<file path="config.mk">
export PLATFORM = sky130hd
export DESIGN_NAME = spi_master_top
export DESIGN_NICKNAME = d
export VERILOG_FILES = /design/src/design/spi_pkg.sv /design/src/design/spi_cmd_decode.sv /design/src/design/spi_sclk_gen.sv /design/src/design/spi_shift_engine.sv /design/src/design/spi_master_top.sv
export SDC_FILE = /design/constraint.sdc
export NUM_CORES = 1
export LEC_CHECK = 0
export BUFFER_PORTS_ARGS = -buffer_cell sky130_fd_sc_hd__buf_2
export CORE_MARGIN = 3
export CORE_UTILIZATION = 50
export DETAILED_ROUTE_END_ITERATION = 10
export PLACE_DENSITY = 0.72
export SYNTH_ARGS = -nofsm -noshare
export SYNTH_HDL_FRONTEND = slang
export SYNTH_SLANG_ARGS = --single-unit
</file>
<file path="constraint.sdc">
create_clock -name clk -period 2.5 [get_ports clk]
set_input_delay 0.5 -clock clk [delete_from_list [all_inputs] [get_ports clk]]
set_output_delay 0.5 -clock clk [all_outputs]
set_load 0.01 [all_outputs]
</file>
<file path="src/design/spi_pkg.sv">
package spi_pkg;

	//////////////////////////////////////////////////
	// Data and mode types
	//////////////////////////////////////////////////

	typedef logic [7:0] spi_byte_t;

	// SCLK half period is div + 1 clk cycles
	typedef logic [7:0] spi_div_t;

	typedef struct packed {
		logic     cpol;
		logic     cpha;
		spi_div_t div;
	} spi_cfg_t;

	// Request from decoder to shift engine
	typedef struct packed {
		spi_cfg_t  cfg;
		spi_byte_t tx;
	} spi_xfer_t;

	// First and second SCLK edge of a bit period
	typedef struct packed {
		logic lead;
		logic trail;
	} spi_edge_t;

	//////////////////////////////////////////////////
	// Host command word, two views
	//////////////////////////////////////////////////

	typedef struct packed {
		logic       kind;
		logic [4:0] rsvd;
		logic       cpol;
		logic       cpha;
		spi_div_t   div;
	} spi_cfg_word_t;

	typedef struct packed {
		logic       kind;
		logic [6:0] rsvd;
		spi_byte_t  payload;
	} spi_data_word_t;

	typedef union packed {
		spi_cfg_word_t  cfg;
		spi_data_word_t data;
	} spi_host_word_u;

	localparam logic SPI_KIND_CFG  = 1'b1;
	localparam logic SPI_KIND_DATA = 1'b0;

	localparam int SPI_BITS  = 8;
	localparam int SPI_CNT_W = $clog2(SPI_BITS + 1);

	// Mode 0, SCLK at clk/4
	localparam spi_cfg_t SPI_CFG_RESET = '{cpol: 1'b0, cpha: 1'b0, div: 8'd1};

	// Engine states, gray coded
	localparam logic [1:0] SPI_ST_IDLE  = 2'b00;
	localparam logic [1:0] SPI_ST_LOAD  = 2'b01;
	localparam logic [1:0] SPI_ST_SHIFT = 2'b11;
	localparam logic [1:0] SPI_ST_DONE  = 2'b10;

endpackage

</file>
<file path="src/design/spi_cmd_decode.sv">
`timescale 1ns/100ps

module spi_cmd_decode (
	input  logic                   clk,
	input  logic                   rst,
	input  logic                   host_valid,
	input  spi_pkg::spi_host_word_u host_word,
	input  logic                   busy,
	output logic                   xfer_req,
	output spi_pkg::spi_xfer_t     xfer,
	output logic                   cmd_overrun
);

	import spi_pkg::*;

	spi_cfg_t  cfg_q;
	spi_byte_t tx_q;
	logic      is_cfg;
	logic      is_data;
	logic      drop;

	// Kind bit sits at the top of both views
	assign is_cfg  = host_valid && (host_word.cfg.kind == SPI_KIND_CFG);
	assign is_data = host_valid && (host_word.data.kind == SPI_KIND_DATA);

	// No queue, so a data word is lost while a transfer is running or pending
	assign drop = is_data && (busy || xfer_req);

	//////////////////////////////////////////////////
	// Mode register and request strobes
	//////////////////////////////////////////////////

	always_ff @(posedge clk or negedge rst) begin
		if (!rst) begin
			cfg_q       <= SPI_CFG_RESET;
			xfer_req    <= 1'b0;
			cmd_overrun <= 1'b0;
		end else begin
			if (is_cfg) begin
				cfg_q.cpol <= host_word.cfg.cpol;
				cfg_q.cpha <= host_word.cfg.cpha;
				cfg_q.div  <= host_word.cfg.div;
			end
			xfer_req    <= is_data && !drop;
			cmd_overrun <= drop;
		end
	end

	// Payload byte of the accepted data word
	always_ff @(posedge clk) begin
		if (is_data && !drop) begin
			tx_q <= host_word.data.payload;
		end
	end

	// The mode field follows the live register. With xfer_req it holds the
	// mode as of the cycle after the data word, and the engine latches it
	// there, so later mode changes never reach a running transfer.
	// Between transfers the engine uses it to park SCLK at the new polarity.
	assign xfer = '{cfg: cfg_q, tx: tx_q};

endmodule

</file>
<file path="src/design/spi_sclk_gen.sv">
`timescale 1ns/100ps

module spi_sclk_gen (
	input  logic               clk,
	input  logic               rst,
	input  logic               sclk_run,
	input  spi_pkg::spi_cfg_t  cfg,
	output logic               sclk,
	output spi_pkg::spi_edge_t sclk_edge
);

	import spi_pkg::*;

	spi_div_t  half_cnt;
	logic      sclk_q;
	spi_edge_t edge_q;
	logic      toggle;
	logic      at_idle;

	// End of a half period
	assign toggle = sclk_run && (half_cnt == cfg.div);

	// Leaving the idle level is the first edge of a bit
	assign at_idle = (sclk_q == cfg.cpol);

	//////////////////////////////////////////////////
	// Half period counter
	//////////////////////////////////////////////////

	always_ff @(posedge clk or negedge rst) begin
		if (!rst) begin
			half_cnt <= '0;
		end else if (!sclk_run || toggle) begin
			half_cnt <= '0;
		end else begin
			half_cnt <= half_cnt + spi_div_t'(1);
		end
	end

	//////////////////////////////////////////////////
	// SCLK and edge marks
	//////////////////////////////////////////////////

	// Parked at cpol while stopped
	always_ff @(posedge clk or negedge rst) begin
		if (!rst) begin
			sclk_q <= SPI_CFG_RESET.cpol;
		end else if (!sclk_run) begin
			sclk_q <= cfg.cpol;
		end else if (toggle) begin
			sclk_q <= ~sclk_q;
		end
	end

	// Registered together with sclk_q, so a mark is high in the
	// same cycle that SCLK shows its new level
	always_ff @(posedge clk or negedge rst) begin
		if (!rst) begin
			edge_q <= '0;
		end else begin
			edge_q.lead  <= toggle && at_idle;
			edge_q.trail <= toggle && !at_idle;
		end
	end

	assign sclk      = sclk_q;
	assign sclk_edge = edge_q;

endmodule

</file>
<file path="src/design/spi_shift_engine.sv">
`timescale 1ns/100ps

module spi_shift_engine (
	input  logic               clk,
	input  logic               rst,
	input  logic               xfer_req,
	input  spi_pkg::spi_xfer_t xfer,
	input  spi_pkg::spi_edge_t sclk_edge,
	input  logic               miso,
	output logic               busy,
	output logic               sclk_run,
	output spi_pkg::spi_cfg_t  cfg,
	output logic               ss_n,
	output logic               mosi,
	output logic               rx_valid,
	output spi_pkg::spi_byte_t rx_data
);

	import spi_pkg::*;

	logic [1:0]           state;
	logic [1:0]           state_nxt;
	spi_cfg_t             mode_q;
	spi_byte_t            tx_sr;
	spi_byte_t            rx_sr;
	logic [SPI_CNT_W-1:0] samp_cnt;
	logic [SPI_CNT_W-1:0] samp_cnt_nxt;
	logic                 shifting;
	logic                 shift_en;
	logic                 sample_en;
	logic                 finish;

	assign shifting = (state == SPI_ST_SHIFT);

	// cpha 0 samples on the first edge, cpha 1 on the second
	assign shift_en  = shifting && (mode_q.cpha ? sclk_edge.lead : sclk_edge.trail);
	assign sample_en = shifting && (mode_q.cpha ? sclk_edge.trail : sclk_edge.lead);

	assign samp_cnt_nxt = samp_cnt + SPI_CNT_W'(sample_en);

	// Last trailing edge with all bits in
	assign finish = shifting && sclk_edge.trail &&
		(samp_cnt_nxt == SPI_CNT_W'(SPI_BITS));

	//////////////////////////////////////////////////
	// State machine
	//////////////////////////////////////////////////

	always_comb begin
		case (state)
			SPI_ST_IDLE:  state_nxt = xfer_req ? SPI_ST_LOAD : SPI_ST_IDLE;
			SPI_ST_LOAD:  state_nxt = SPI_ST_SHIFT;
			SPI_ST_SHIFT: state_nxt = finish ? SPI_ST_DONE : SPI_ST_SHIFT;
			default:      state_nxt = SPI_ST_IDLE;
		endcase
	end

	always_ff @(posedge clk or negedge rst) begin
		if (!rst) begin
			state    <= SPI_ST_IDLE;
			ss_n     <= 1'b1;
			mosi     <= 1'b0;
			rx_valid <= 1'b0;
			samp_cnt <= '0;
		end else begin
			state    <= state_nxt;
			rx_valid <= (state_nxt == SPI_ST_DONE);
			if (state == SPI_ST_IDLE && xfer_req) begin
				ss_n     <= 1'b0;
				mosi     <= xfer.tx[SPI_BITS-1];
				samp_cnt <= '0;
			end else if (finish) begin
				ss_n     <= 1'b1;
				mosi     <= 1'b0;
				samp_cnt <= samp_cnt_nxt;
			end else if (shifting) begin
				if (shift_en) begin
					mosi <= tx_sr[SPI_BITS-1];
				end
				samp_cnt <= samp_cnt_nxt;
			end
		end
	end

	//////////////////////////////////////////////////
	// Data path
	//////////////////////////////////////////////////

	// With cpha 0 bit 7 is already on mosi, so the register starts at bit 6
	always_ff @(posedge clk) begin
		if (state == SPI_ST_IDLE && xfer_req) begin
			mode_q <= xfer.cfg;
			tx_sr  <= xfer.cfg.cpha ? xfer.tx : {xfer.tx[SPI_BITS-2:0], 1'b0};
		end else if (shift_en) begin
			tx_sr <= {tx_sr[SPI_BITS-2:0], 1'b0};
		end
		if (sample_en) begin
			rx_sr <= {rx_sr[SPI_BITS-2:0], miso};
		end
	end

	// Clock stops at the final edge, even with a one-cycle half period
	assign sclk_run = (state == SPI_ST_LOAD) || (shifting && !finish);

	// Latched mode while busy, otherwise the decoder's live mode
	assign cfg     = (state == SPI_ST_IDLE) ? xfer.cfg : mode_q;
	assign busy    = (state != SPI_ST_IDLE);
	assign rx_data = rx_sr;

endmodule

</file>
<file path="src/design/spi_master_top.sv">
`timescale 1ns/100ps

module spi_master_top (
	input  logic                    clk,
	input  logic                    rst,
	input  logic                    host_valid,
	input  spi_pkg::spi_host_word_u host_word,
	input  logic                    miso,
	output logic                    sclk,
	output logic                    ss_n,
	output logic                    mosi,
	output logic                    rx_valid,
	output spi_pkg::spi_byte_t      rx_data,
	output logic                    cmd_overrun
);

	import spi_pkg::*;

	logic      xfer_req;
	spi_xfer_t xfer;
	logic      busy;
	logic      sclk_run;
	spi_cfg_t  cfg;
	spi_edge_t sclk_edge;

	//////////////////////////////////////////////////
	// Decoder, engine and clock generator
	//////////////////////////////////////////////////

	spi_cmd_decode decode_i (
		.clk, .rst,
		.host_valid, .host_word,
		.busy, .xfer_req, .xfer,
		.cmd_overrun
	);

	spi_shift_engine engine_i (
		.clk, .rst,
		.xfer_req, .xfer, .sclk_edge, .miso,
		.busy, .sclk_run, .cfg,
		.ss_n, .mosi, .rx_valid, .rx_data
	);

	spi_sclk_gen sclk_gen_i (
		.clk, .rst,
		.sclk_run, .cfg,
		.sclk, .sclk_edge
	);

endmodule

</file>
==> summary.md <==
The run gives 81 as the number of DRC markers after the initial detailed-route iteration. Setup repair after global routing left no endpoint under its margin. Total count of max-transition violations in the final report: 0.

Buffers inserted to repair hold after CTS numbered 0. Entering global routing, the biggest net connects 33 pins. In the routed layout, each cell is associated on average with a via count of 5.207. The initial antenna violation count is 0, and the total I/O pin count is 33. Wire segments on met3 add up to 176 um in the final route. Summed over all nets, the half-perimeter wirelength after detailed placement is 3210 um. The die is 81.27 um wide. The count of unique library cells instantiated by Yosys was 38; the Yosys warning count was 0. Post-synthesis simple-gate area fraction: 0.1135.

Timing analysis after detailed placement gives a worst setup slack of 0.2314 ns. Sum of negative setup slack: 0 ns. The tightest hold path in the finished design has a slack of 0.2214 ns. Async set or reset register ratio after synthesis: 0.4848. In this run the post-CTS setup repair buffer count came out at 0. The share of synthesized cell area in full adder, half adder and majority cells was 0.01325. The number of detailed-route iterations in the first pass was 4.

The setup path with the least slack is of type register to register. The routed layout has 1661 vias. The complex-gate fraction of the synthesized area came out at 0.04638.

The number of levels the H-tree was split into was 3; the count of flip-flops with a built-in enable after synthesis was 34. The peak ir drop on the vdd network was 0.4754 mV. The run gives 0.1996 ns as the final worst-path setup slack.

The number of nets handed over by synthesis was 231. The run gives 208 as the instance count of the mapped netlist. For the post-synthesis sequential area ratio, the log shows 0.6440.

Port buffering added 27 buffers. The share of the clock period used by the worst path after layout was 0.9202. The first global-routing pass estimated 8031 um of wire.

At the worst endpoint, the arrival time is 2.51 ns. The number of antenna diodes in the final layout is 0. The number of gates resized after CTS was 0. The final clock skew is 0.01011 ns. The final weighted congestion in routability-driven placement was 0.7922; the post-synthesis sequential element count was 66.

The tree is rooted in a sky130_fd_sc_hd__clkbuf_8. Wire segments on met2 add up to 2333 um in the final route. Total wire length after detailed routing: 4673 um. Largest area contributor in the synthesized netlist: sky130_fd_sc_hd__edfxtp_1.

The run gives 0 as the number of hold-slack violations in the final timing report. After synthesis, the most frequently instantiated cells are sky130_fd_sc_hd__edfxtp_1, sky130_fd_sc_hd__dfrtp_1, sky130_fd_sc_hd__nor2_1. The largest family of logic cells by synthesized area was simple AND/OR/NAND/NOR gates. The global router's overall resource usage was 0.1653; the residual antenna-violating net count after detailed routing was 0.

The post-route cell area is 0.003228 mm^2. The design draws 2.586 mW. The longest clock path from root to sink contains 2 buffers. The clock transition time at the flip-flop clock pins of the worst setup and hold paths works out to 0.07 ns. Category of the worst setup path launch point: a register. TritonCTS built the clock tree.

After the last flow step, the layout net total stands at 267. The detail-routed net length per standard cell was 14.65 um. The most used flip-flop cell after synthesis is sky130_fd_sc_hd__edfxtp_1. Clock latency on the worst-skew pair, taken at its later pin, is 0.33 ns.

STA classifies the critical path endpoint as a register. The highest layer touched by signal routing is met4. The number of filler cells placed in the layout is 446, and the residual overflow from global routing is 0. The number of clock sinks seen by CTS is 66. The initial cell density of the core came out at 0.5342. The tightest min-delay check is of the input port to async pin type.

The worst max-slew margin expressed relative to the limit came out at 0.5181. Compared with the post-synthesis result, the final layout area differs by 13.96%. The run finished with clean final reports.

The actual transition at the worst max-transition pin works out to 0.7229 ns. Buffers inserted during clock tree synthesis total 9. For the maximum clock rate, the log shows 434.7 MHz. Summed over all cells, the static leakage comes to 1.323 nW. The fraction of final layout cells sized beyond drive strength 1 came out at 0.2731. The area share of the largest cell type after synthesis works out to 0.3604. The number of global-route vias before repair is 1685, and the required time reported for the critical path endpoint is 2.71 ns. In this run the power density over the cells is 801.1 mW/mm^2.

By area the synthesized netlist is led by sky130_fd_sc_hd__edfxtp_1, sky130_fd_sc_hd__dfrtp_1, sky130_fd_sc_hd__xnor2_1. The floorplan has 26 rows. The die covers 0.006605 mm^2. The share of synthesized area spent on multiplexers works out to 0.08922. The most common cell in the synthesized netlist is sky130_fd_sc_hd__edfxtp_1. After detailed placement, the total cell area comes to 0.003057 mm^2. The synthesized cell area was 0.002833 mm^2. For this block, wires on met1 add up to 2125 um. Averaged over all synthesized cells, the footprint is 13.62 um^2. For the finished layout, the period the worst path requires is 2.300 ns. The xor-xnor portion of the synthesized cell area is 0.07111, and the count of maximum capacitance violations is 0.

The count of final setup violators is 0, and the floorplan core area is 0.005303 mm^2. Along the worst path, the maximum fanout reaches 6. The height of the chip was 81.27 um; the count of unresolved DRC violations after routing was 0.
[placed cells by master (no fill, tap or decap)]
master	Yosys	routed
sky130_fd_sc_hd__nand4_1	6	6
sky130_fd_sc_hd__o22ai_1	1	1
sky130_fd_sc_hd__clkinv_2	0	3
sky130_fd_sc_hd__nand3_1	6	6
sky130_fd_sc_hd__a311oi_1	1	1
sky130_fd_sc_hd__nand2_1	8	8
sky130_fd_sc_hd__and3b_2	1	1
sky130_fd_sc_hd__mux2_2	10	10
sky130_fd_sc_hd__clkbuf_8	1	10
sky130_fd_sc_hd__clkbuf_1	2	1
sky130_fd_sc_hd__nor3_1	4	4
sky130_fd_sc_hd__nand3_4	1	1
sky130_fd_sc_hd__nor2_1	25	24
sky130_fd_sc_hd__a21oi_1	11	11
sky130_fd_sc_hd__xor2_1	5	5
sky130_fd_sc_hd__buf_2	3	27
sky130_fd_sc_hd__and4b_1	1	1
sky130_fd_sc_hd__nor2_2	1	2
sky130_fd_sc_hd__o211a_1	1	1
sky130_fd_sc_hd__dfstp_2	2	2
sky130_fd_sc_hd__o211ai_2	1	1
sky130_fd_sc_hd__inv_1	3	3
sky130_fd_sc_hd__edfxtp_1	34	34
sky130_fd_sc_hd__and3b_1	1	1
sky130_fd_sc_hd__nand2b_1	2	2
sky130_fd_sc_hd__dfrtp_1	30	30
sky130_fd_sc_hd__buf_4	0	6
sky130_fd_sc_hd__and4b_2	1	1
sky130_fd_sc_hd__nor4_2	0	1
sky130_fd_sc_hd__a21boi_0	1	1
sky130_fd_sc_hd__a21o_4	1	1
sky130_fd_sc_hd__and3_1	3	3
sky130_fd_sc_hd__a211o_1	1	1
sky130_fd_sc_hd__xnor2_1	18	18
sky130_fd_sc_hd__mux2i_1	14	14
sky130_fd_sc_hd__clkinvlp_4	0	2
sky130_fd_sc_hd__o31ai_1	1	1
sky130_fd_sc_hd__ha_1	3	3
sky130_fd_sc_hd__nor4b_1	1	1
[registers in the layout (all words and copies together), names as in the netlist, 2 cells and up]
signal and cells:
sclk_gen_i.half_cnt 8, engine_i.mode_q 10, sclk_gen_i.sclk_edge 2, engine_i.rx_data 8, decode_i.tx_q 8, engine_i.samp_cnt 4
decode_i.xfer 10, engine_i.state 2, engine_i.tx_sr 8
[report_power, final]
group          leakage (nW)  total [mW]  switching, mW  internal, mW
Combinational         0.537       0.448          0.226         0.222
Clock                0.0851       0.765          0.384         0.381
Sequential            0.701        1.37          0.123          1.25
Total                  1.32        2.59          0.733          1.85
[cell families after synthesis]
kind of cell | Yosys count
buffers and inverters | 11
muxes | 24
DFF | 66
xor gates and xnor gates | 23
and+or+nand+nor | 62
AOI/OAI and AO/OA | 19
adders and majority gates | 3
[worst paths after layout]
check,slack [ns],from,cells after the start,end
worst max register to register,0.20,engine_i.mode_q[8],8,sclk_gen_i.sclk_edge[0]
min in group clk,0.34,miso,1,engine_i.rx_data[0]
max in group asynchronous,1.81,rst,1,sclk_gen_i.sclk
worst min-delay path,0.22,rst,1,engine_i.samp_cnt[2]
worst min register to register,0.44,engine_i.rx_data[3],0,engine_i.rx_data[4]
worst max-delay path,0.20,engine_i.mode_q[8],8,sclk_gen_i.sclk_edge[0]
[worst max-delay path, stage by stage, from the launching register on]
cell	delay, ns
sky130_fd_sc_hd__edfxtp_1	0.43
sky130_fd_sc_hd__mux2i_1	0.21
sky130_fd_sc_hd__nor2_1	0.09
sky130_fd_sc_hd__ha_1	0.24
sky130_fd_sc_hd__ha_1	0.31
sky130_fd_sc_hd__nor4b_1	0.31
sky130_fd_sc_hd__nand3_1	0.21
sky130_fd_sc_hd__nand3_4	0.16
sky130_fd_sc_hd__and4b_2	0.23
[per-stage QoR]
stage / utilization / std cells
floorplan: - / 208
detailed placement: 0.5765 / 303
finish: 0.6088 / 319
global route: 0.6088 / 319
global placement: 0.5765 / 303
CTS: 0.6088 / 319
[layer usage]
metal / GRT usage / up-vias
li1: - / 825
met1: 0.2040 / 801
met2: 0.2687 / 31
met3: 0.06319 / 4
met4: 0.05068 / 0
met5: 0 / -
[final cells by class]
class	instances	area, um^2	area share
sequential	66	1824	0.5651
multi-input combinational	131	953.4	0.2953
timing repair buffer	33	180.2	0.05581
clock buffer	11	141.4	0.04380
tap	70	87.58	0.02713
clock inverter	5	30.03	0.009302
inverter	3	11.26	0.003488
(Power assumes the default switching activity.)
